File: config.mk
export PLATFORM = sky130hd
export DESIGN_NAME = pulse_shaper_top
export DESIGN_NICKNAME = d
export VERILOG_FILES = /design/src/rtl/shaper_sample_pkg.sv /design/src/rtl/shaper_ctrl_pkg.sv /design/src/rtl/tap_ram.sv /design/src/rtl/tap_sequencer.sv /design/src/rtl/iq_mac.sv /design/src/rtl/iq_round_sat.sv /design/src/rtl/pulse_shaper_top.sv
export VERILOG_INCLUDE_DIRS = /design/src /design/src/include
export SDC_FILE = /design/constraint.sdc
export NUM_CORES = 2
export LEC_CHECK = 0
export BUFFER_PORTS_ARGS = -buffer_cell sky130_fd_sc_hd__buf_2
export CAP_MARGIN = 5
export CELL_PAD_IN_SITES_DETAIL_PLACEMENT = 2
export CELL_PAD_IN_SITES_GLOBAL_PLACEMENT = 2
export CORE_ASPECT_RATIO = 0.7
export CORE_MARGIN = 10
export CORE_UTILIZATION = 50
export CTS_CLUSTER_SIZE = 24
export DETAILED_ROUTE_END_ITERATION = 12
export PLACE_DENSITY_LB_ADDON = 0.1
export RECOVER_POWER = 25
export SLEW_MARGIN = 20
export SYNTH_ARGS = -nofsm -noshare
export SYNTH_HDL_FRONTEND = slang
export SYNTH_SLANG_ARGS = --single-unit
File: constraint.sdc
create_clock -name i_clk -period 9.2 [get_ports i_clk]
set_clock_uncertainty 0.15 [all_clocks]
set_input_delay 0.46 -clock i_clk [delete_from_list [all_inputs] [get_ports i_clk]]
set_output_delay 0.46 -clock i_clk [all_outputs]
set_load 0.02 [all_outputs]
File: src/include/shaper_defs.svh
/* Pulse shaper widths and ratios */

`ifndef SHAPER_DEFS_SVH
`define SHAPER_DEFS_SVH

// Bits per rail of each incoming complex sample
`define SHAPER_IW 16
// Bits of each filter coefficient
`define SHAPER_CW 12
// Bits per rail of each filtered output
`define SHAPER_OW 24

// Outputs produced for every accepted input
`define SHAPER_NUP 4
// Taps summed for each output phase
`define SHAPER_TAPS 8
`define SHAPER_NCOEFFS (`SHAPER_NUP * `SHAPER_TAPS)
`define SHAPER_LG_NCOEFFS 5
`define SHAPER_LG_TAPS 3

// Guard bits dropped above the output window
`define SHAPER_SHIFT 2
// Room for a full product plus the growth of an eight tap sum
`define SHAPER_AW (`SHAPER_IW + `SHAPER_CW + `SHAPER_LG_TAPS)

`endif

File: src/rtl/shaper_sample_pkg.sv
/* Pulse shaper signal path types */

`include "shaper_defs.svh"

package shaper_sample_pkg;

	// One complex input sample, I in the upper half of the packed word
	typedef struct packed {
		logic signed [`SHAPER_IW-1:0] i;
		logic signed [`SHAPER_IW-1:0] q;
	} iq_sample_t;

	// Full precision products of a sample and one coefficient
	typedef struct packed {
		logic signed [`SHAPER_IW+`SHAPER_CW-1:0] i;
		logic signed [`SHAPER_IW+`SHAPER_CW-1:0] q;
	} iq_product_t;

	// Running sums over the taps of one phase
	typedef struct packed {
		logic signed [`SHAPER_AW-1:0] i;
		logic signed [`SHAPER_AW-1:0] q;
	} iq_acc_t;

	// Rounded and clamped output pair
	typedef struct packed {
		logic signed [`SHAPER_OW-1:0] i;
		logic signed [`SHAPER_OW-1:0] q;
	} iq_result_t;

endpackage

File: src/rtl/shaper_ctrl_pkg.sv
/* Pulse shaper control types */

`include "shaper_defs.svh"

package shaper_ctrl_pkg;

	// A single filter coefficient, shared by both rails
	typedef logic signed [`SHAPER_CW-1:0] coeff_t;

	// Address into the coefficient ring
	typedef logic [`SHAPER_LG_NCOEFFS-1:0] coeff_idx_t;

	// Address into the sample history ring
	typedef logic [`SHAPER_LG_TAPS-1:0] hist_idx_t;

	// Marks that ride alongside each tap through the pipeline
	// The first flag restarts the sum and the last flag closes it
	typedef struct packed {
		logic valid;
		logic first;
		logic last;
	} tap_ctl_t;

	// One tap request as issued by the sequencer
	typedef struct packed {
		tap_ctl_t   ctl;
		coeff_idx_t coeff_addr;
		hist_idx_t  hist_addr;
	} tap_req_t;

endpackage

File: src/rtl/tap_ram.sv
`timescale 1ns/1ps
/* Ring memory with write pointer */

module tap_ram
#(
	parameter type T_DATA   = logic,
	parameter int  DEPTH_LG = 3
)
(
	input  logic                i_clk,
	input  logic                i_reset,
	input  logic                i_wr,
	input  T_DATA               i_wr_data,
	input  logic [DEPTH_LG-1:0] i_rd_addr,
	output T_DATA               o_rd_data,
	output logic [DEPTH_LG-1:0] o_last_wr
);

	// Ring storage with one payload word per slot
	T_DATA mem [0:(1 << DEPTH_LG)-1];

	// Next slot to be written wraps around the ring on its own
	logic [DEPTH_LG-1:0] wr_ptr;

	always_ff @(posedge i_clk)
	begin
		if (i_reset)
			wr_ptr <= '0;
		else if (i_wr)
			wr_ptr <= wr_ptr + 1'b1;
	end

	always_ff @(posedge i_clk)
	begin
		if (i_wr)
			mem[wr_ptr] <= i_wr_data;
	end

	// Read data appears one clock after the address
	always_ff @(posedge i_clk)
	begin
		o_rd_data <= mem[i_rd_addr];
	end

	// The slot just behind the pointer is the newest entry
	assign o_last_wr = wr_ptr - 1'b1;

endmodule

File: src/rtl/tap_sequencer.sv
`timescale 1ns/1ps
/* Polyphase tap sequencer */

`include "shaper_defs.svh"

module tap_sequencer
	import shaper_ctrl_pkg::*;
(
	input  logic      i_clk,
	input  logic      i_reset,
	input  logic      i_valid,
	input  hist_idx_t i_newest,
	output logic      o_ready,
	output logic      o_take,
	output tap_req_t  o_req
);

	localparam int LG_NUP = $clog2(`SHAPER_NUP);

	// Counters hold the phase and tap of the next request to issue
	logic                       running;
	logic [LG_NUP-1:0]          phase;
	logic [`SHAPER_LG_TAPS-1:0] tap;

	// Phase, tap and newest history slot used for the request this clock
	logic [LG_NUP-1:0]          req_phase;
	logic [`SHAPER_LG_TAPS-1:0] req_tap;
	hist_idx_t                  base;

	// Counter values after this request
	logic [LG_NUP-1:0]          next_phase;
	logic [`SHAPER_LG_TAPS-1:0] next_tap;
	logic                       done;
	tap_req_t                   next_req;

	// Only one sample is in work at a time
	assign o_ready = !running;
	assign o_take  = i_valid && o_ready;

	// Counters come back to zero once the last tap of the last phase is out
	assign done = (phase == '0) && (tap == '0);

	////////////////////
	// Request build
	////////////////////

	always_comb
	begin
		// A take starts at phase 0 tap 0 on the slot being written right now
		if (o_take)
		begin
			req_phase = '0;
			req_tap   = '0;
			base      = i_newest + hist_idx_t'(1);
		end
		else
		begin
			req_phase = phase;
			req_tap   = tap;
			base      = i_newest;
		end

		if (req_tap == `SHAPER_LG_TAPS'(`SHAPER_TAPS - 1))
		begin
			next_tap   = '0;
			next_phase = (req_phase == LG_NUP'(`SHAPER_NUP - 1)) ? '0 : req_phase + 1'b1;
		end
		else
		begin
			next_tap   = req_tap + 1'b1;
			next_phase = req_phase;
		end

		next_req.ctl.valid  = 1'b1;
		next_req.ctl.first  = (req_tap == '0);
		next_req.ctl.last   = (req_tap == `SHAPER_LG_TAPS'(`SHAPER_TAPS - 1));
		// Coefficient h[p + j*NUP] pairs with history x[n - j], newest first
		next_req.coeff_addr = coeff_idx_t'(req_phase)
			+ coeff_idx_t'(req_tap) * coeff_idx_t'(`SHAPER_NUP);
		next_req.hist_addr  = base - hist_idx_t'(req_tap);
	end

	////////////////////
	// Sequencing
	////////////////////

	always_ff @(posedge i_clk)
	begin
		if (i_reset)
		begin
			running <= 1'b0;
			phase   <= '0;
			tap     <= '0;
			o_req   <= '0;
		end
		else if (o_take || (running && !done))
		begin
			running <= 1'b1;
			phase   <= next_phase;
			tap     <= next_tap;
			o_req   <= next_req;
		end
		else
		begin
			// Idle cycle after the last tap, ready returns here
			running <= 1'b0;
			o_req.ctl <= '0;
		end
	end

endmodule

File: src/rtl/iq_mac.sv
`timescale 1ns/1ps
/* Paired I/Q multiply accumulate */

`include "shaper_defs.svh"

module iq_mac
	import shaper_sample_pkg::*;
	import shaper_ctrl_pkg::*;
(
	input  logic       i_clk,
	input  logic       i_reset,
	input  tap_ctl_t   i_ctl,
	input  iq_sample_t i_sample,
	input  coeff_t     i_coeff,
	output logic       o_sum_valid,
	output iq_acc_t    o_sum
);

	localparam int AW = `SHAPER_AW;

	// Control delayed by the memory read, then by the multiply
	tap_ctl_t    ctl_rd;
	tap_ctl_t    ctl_mul;
	iq_product_t prod;
	iq_acc_t     acc;

	always_ff @(posedge i_clk)
	begin
		if (i_reset)
		begin
			ctl_rd      <= '0;
			ctl_mul     <= '0;
			o_sum_valid <= 1'b0;
		end
		else
		begin
			ctl_rd      <= i_ctl;
			ctl_mul     <= ctl_rd;
			// The sum is complete once the last tap has been added
			o_sum_valid <= ctl_mul.valid && ctl_mul.last;
		end
	end

	// One shared multiply step, a single coefficient feeds both rails
	always_ff @(posedge i_clk)
	begin
		prod.i <= i_sample.i * i_coeff;
		prod.q <= i_sample.q * i_coeff;
	end

	// First tap of a phase restarts the sum, the others add onto it
	always_ff @(posedge i_clk)
	begin
		if (ctl_mul.valid && ctl_mul.first)
		begin
			acc.i <= AW'(prod.i);
			acc.q <= AW'(prod.q);
		end
		else if (ctl_mul.valid)
		begin
			acc.i <= acc.i + AW'(prod.i);
			acc.q <= acc.q + AW'(prod.q);
		end
	end

	assign o_sum = acc;

endmodule

File: src/rtl/iq_round_sat.sv
`timescale 1ns/1ps
/* Output rounding and clamp */

`include "shaper_defs.svh"

module iq_round_sat
	import shaper_sample_pkg::*;
(
	input  logic       i_clk,
	input  logic       i_reset,
	input  logic       i_sum_valid,
	input  iq_acc_t    i_sum,
	output logic       o_ce,
	output iq_result_t o_result
);

	localparam int AW   = `SHAPER_AW;
	localparam int OW   = `SHAPER_OW;
	// Low bits that the output window leaves behind
	localparam int DROP = AW - `SHAPER_SHIFT - OW;
	// Just under one half of an output step
	localparam logic [AW:0] HALF_M1 = (AW + 1)'((1 << (DROP - 1)) - 1);

	// Round half to even, then clamp into the signed output range
	function automatic logic signed [OW-1:0] round_sat(input logic signed [AW-1:0] v);
		logic [AW:0]         ext;
		logic [AW-DROP:0]    kept;
		logic [AW-DROP-OW+1:0] top;
		logic [OW-1:0]       res;
		// One extra bit on top keeps the rounding add from wrapping
		// Adding the kept LSB on a tie carries only when that LSB is odd
		ext  = {v[AW-1], v} + HALF_M1 + (AW + 1)'(v[DROP]);
		kept = ext[AW:DROP];
		top  = kept[AW-DROP:OW-1];
		if ((&top) || !(|top))
			res = kept[OW-1:0];
		else if (kept[AW-DROP])
			res = {1'b1, {(OW - 1){1'b0}}};
		else
			res = {1'b0, {(OW - 1){1'b1}}};
		return res;
	endfunction

	always_ff @(posedge i_clk)
	begin
		if (i_reset)
			o_ce <= 1'b0;
		else
			o_ce <= i_sum_valid;
	end

	// Result holds between strobes
	always_ff @(posedge i_clk)
	begin
		if (i_sum_valid)
		begin
			o_result.i <= round_sat(i_sum.i);
			o_result.q <= round_sat(i_sum.q);
		end
	end

endmodule

File: src/rtl/pulse_shaper_top.sv
`timescale 1ns/1ps
/* I/Q pulse shaping upsampler */

`include "shaper_defs.svh"

module pulse_shaper_top
	import shaper_sample_pkg::*;
	import shaper_ctrl_pkg::*;
(
	input  logic       i_clk,
	input  logic       i_reset,
	input  logic       i_wr_coeff,
	input  coeff_t     i_coeff,
	input  logic       i_valid,
	input  iq_sample_t i_sample,
	output logic       o_ready,
	output logic       o_ce,
	output iq_result_t o_result
);

	logic       take;
	hist_idx_t  newest;
	tap_req_t   req;
	coeff_t     coeff_rd;
	iq_sample_t hist_rd;
	logic       sum_valid;
	iq_acc_t    sum;

	////////////////////
	// Input side
	////////////////////

	// Coefficients load through their own wrapping pointer
	tap_ram #(
		.T_DATA   (coeff_t),
		.DEPTH_LG (`SHAPER_LG_NCOEFFS)
	) u_coeff_ram (
		.i_clk     (i_clk),
		.i_reset   (i_reset),
		.i_wr      (i_wr_coeff),
		.i_wr_data (i_coeff),
		.i_rd_addr (req.coeff_addr),
		.o_rd_data (coeff_rd),
		.o_last_wr ()
	);

	// Sample history, written once per accepted input
	tap_ram #(
		.T_DATA   (iq_sample_t),
		.DEPTH_LG (`SHAPER_LG_TAPS)
	) u_hist_ram (
		.i_clk     (i_clk),
		.i_reset   (i_reset),
		.i_wr      (take),
		.i_wr_data (i_sample),
		.i_rd_addr (req.hist_addr),
		.o_rd_data (hist_rd),
		.o_last_wr (newest)
	);

	tap_sequencer u_tap_sequencer (
		.i_clk    (i_clk),
		.i_reset  (i_reset),
		.i_valid  (i_valid),
		.i_newest (newest),
		.o_ready  (o_ready),
		.o_take   (take),
		.o_req    (req)
	);

	////////////////////
	// Processing and output
	////////////////////

	iq_mac u_iq_mac (
		.i_clk       (i_clk),
		.i_reset     (i_reset),
		.i_ctl       (req.ctl),
		.i_sample    (hist_rd),
		.i_coeff     (coeff_rd),
		.o_sum_valid (sum_valid),
		.o_sum       (sum)
	);

	iq_round_sat u_iq_round_sat (
		.i_clk       (i_clk),
		.i_reset     (i_reset),
		.i_sum_valid (sum_valid),
		.i_sum       (sum),
		.o_ce        (o_ce),
		.o_result    (o_result)
	);

endmodule

==> out/qor.txt <==
vias in the first global route = 36020
async set-reset flop share out of synthesis = 0
antenna violations before repair = 29
area taken by multi-input logic gates = 22070 um^2
Final min period = 6.796 ns
CP startpoint = u_coeff_ram.o_rd_data[11]
measured slew at the worst slew-check pin = 2.439 ns
Crit Reg-Reg Startpoint = u_coeff_ram.o_rd_data[11]
Hold Crit Start = i_valid
area delta synth->final = 11.01%
Yosys Warn Count = 0
Yosys reg bits = 882
Primary FF master, synth = edfxtp_1
Die Width = 395.8 um
setup bufs post-CTS = 0
post-route cell area = 54860 um^2
WL met2 = 87600 um
Tot GR Track Use = 0.3246
clock buffer depth = 3
Hold Crit Depth = 4
TritonCTS Buffers = 88
initial drt markers = 3397
Mapped Nets = 4222
placed instance area = 51380 um^2
Req. time, crit path = 9.66 ns
setup TNS = 0 ns
Seq/Total Area, Yosys = 0.5092
RSZ-0062 raised after global routing = false
Reg area = 25190 um^2
met3 routed WL = 15270 um
Core Footprint = 98010 um^2
total clock sinks = 882
GP Congestion = 0.8100
number of hold buffers added after CTS = 31
H-tree levels = 3
detailed placement HPWL = 109200 um
Max Fclk = 0.1471 GHz
Final ANT Viol Nets = 0
Synth Instances = 3626
Max Cap Viol = 10
Post-synth EDFFs = 750
status = complete, but fails checks
number of port buffers = 97
r2r worst-path depth = 19
I/O Pins = 98
critical path type = reg -> reg
number of cell rows = 96
Vias = 32470
die height = 283.0 um
final hold vios = 0
max layer used = met5
CP startpoint kind = flop
R2R setup slack = 2.40 ns
CP Data Arrival Time = 7.26 ns
Synth cell types = 86
Post-CTS Resized = 0
Fin Hold WS = 0.05303 ns
Max-Slew Margin vs Limit = -0.6258
TritonCTS clock tree = done
clock latency on the worst-skew pair = 0.74 ns
post-synthesis area per instance = 13.63 um^2
R2R Path End = u_iq_mac.prod[24]
Die ar. = 112000 um^2
Pre-antenna DRT Iters = 5
CTS clock-pin slew for the worst setup and hold paths = 0.07 ns
global route total overflow = 0
CTS root buf = clkbuf_16
hold endpoint = u_tap_sequencer.tap[1]
failing checks = max-capacitance violations, max-slew violations
Starting Density = 0.5042
number of remaining DRC errors = 0
Metal-1 WL = 70350 um
first-pass GRT wire length = 267800 um
final WL = 182900 um
worst-path maximum fanout = 28
largest net degree at the start of global routing = 70
HP Class = in -> reg
# fillers = 8847
wire length per cell = 35.56 um
Final Core Density = 0.5598
layout cell share with drive strength beyond 1 = 0.1498
Synth Cell Area = 49420 um^2
# setup viols final = 0
Layout Nets = 4333
vias per cell = 6.312
period utilization = 0.7387
max-slew violations = 329
Worst setup EP type = flop
==> layout make-up <==
| type | count | share of cell area |
|---|---|---|
| flip-flops and latches | 882 | 0.4591 |
| multi-input cells | 2134 | 0.4022 |
| clock buffers | 122 | 0.04620 |
| inverters | 463 | 0.03168 |
| well taps | 1323 | 0.03017 |
| repair buffers | 168 | 0.01945 |
| clock inverters | 42 | 0.01081 |
| diodes | 9 | 0.0004105 |
==> metal layers <==
layer  global-route usage  vias up
met3              0.06580      531
li1                     -    12830
met5                    0        -
met2               0.5271     1919
met1               0.4204    17170
met4               0.1454       20
==> sequential cells by signal (all words and copies together), names as in the netlist, 10 cells and up <==
signal	flops
u_iq_round_sat.o_result	48
u_tap_sequencer.o_req	10
u_iq_mac.o_sum	62
u_hist_ram.mem	256
u_hist_ram.o_rd_data	32
u_coeff_ram.o_rd_data	12
u_coeff_ram.mem	384
u_iq_mac.prod	56
==> cell usage in the layout (no fill, tap or decap), drive strengths merged, types with 15 or more instances in the layout <==
master	netlist	routed
xnor2	97	97
mux4	184	184
nand2	334	334
dlygate4sd3	0	31
o21bai	19	19
xor2	58	58
clkinv	1	26
nor2b	20	20
o21a	21	21
and3	16	16
inv	462	464
a21o	36	36
edfxtp	750	750
buf	31	105
clkbuf	116	154
ha	189	189
o21ai	78	78
nand3	26	26
nand4	15	15
fa	359	359
mux2	47	47
nor2	165	165
nand2b	21	21
nor3	18	18
and2	141	141
dfxtp	132	132
a21oi	171	171
==> critical path: stages (launching register included) <==
cell and delay [ns]:
dfxtp_1 0.84, clkinv_1 0.18, buf_4 0.33, nor2_1 0.19, fa_1 0.46, fa_1 0.51, fa_1 0.44, fa_1 0.49
inv_1 0.05, fa_1 0.47, inv_1 0.04, ha_1 0.35, and3_1 0.22, a221oi_1 0.34, nand3_1 0.20, a41oi_1 0.38
o21ai_0 0.30, a31o_2 0.33, a21oi_1 0.22, xnor2_1 0.20
==> cell usage after synthesis (4+ instances only) <==
library cell  number  area [um^2]
a211oi_1          10        75.07
a21o_1            35        262.8
a21oi_1          152        760.7
a21oi_2           19        166.4
a22oi_1            5        37.54
a31oi_1           10        62.56
and2_1           141        882.1
and3_1            16        100.1
and4_1             5        43.79
buf_1             20        75.07
buf_2              7        35.03
clkbuf_1         116        435.4
dfxtp_1          132         2643
edfxtp_1         750        22520
fa_1             359         7187
ha_1             189         2365
inv_1            462         1734
mux2_2            47        529.3
mux4_2           184         4144
nand2_1          334         1254
nand2b_1          21        131.4
nand3_1           26        130.1
nand4_1           12        75.07
nor2_1           165        619.3
nor2b_1           19        118.9
nor3_1            17        85.08
o211ai_1           5        37.54
o21a_1            20        150.1
o21ai_0           66        330.3
o21ai_1            9        45.04
o21bai_1          19        142.6
o31ai_1            4        30.03
or2_2              4        25.02
or3_1             10        62.56
or4_1              4        30.03
xnor2_1           97        849.6
xor2_1            58        508.0
==> per-stage QoR <==
stage / instances / setup WS, ns
floorplan: 3626 / 3.683
global placement: 4937 / 2.995
detailed placement: 4937 / 2.766
CTS: 5132 / 2.528
global route: 5139 / 2.159
finish: 5143 / 2.404
==> cells by family (layout without fill, tap and decap cells) <==
kind of cell | Yosys count | count (layout) | share of synthesized area
muxes | 234 | 234 | 0.09517
other | 0 | 9 | 0
buffers and inverters | 610 | 795 | 0.04696
DFF | 882 | 882 | 0.5092
adders and majority gates | 548 | 548 | 0.1933
AOI/OAI and AO/OA | 401 | 401 | 0.05175
xor gates and xnor gates | 155 | 155 | 0.02747
and+or+nand+nor | 796 | 796 | 0.07620
==> worst max-delay path by stage <==
stage / endpoint / slack, ns
after global placement: u_iq_mac.prod[24] / 2.99
after CTS: u_iq_mac.prod[24] / 2.53
after floorplan: u_iq_mac.prod[55] / 3.68
after global routing: u_iq_mac.prod[54] / 2.16
after detailed placement: u_iq_mac.prod[24] / 2.77
final: u_iq_mac.prod[24] / 2.40
Power is left out: the tool's default activity adds up to more than one toggle a clock period on the data nets, which glitch-free logic cannot reach.
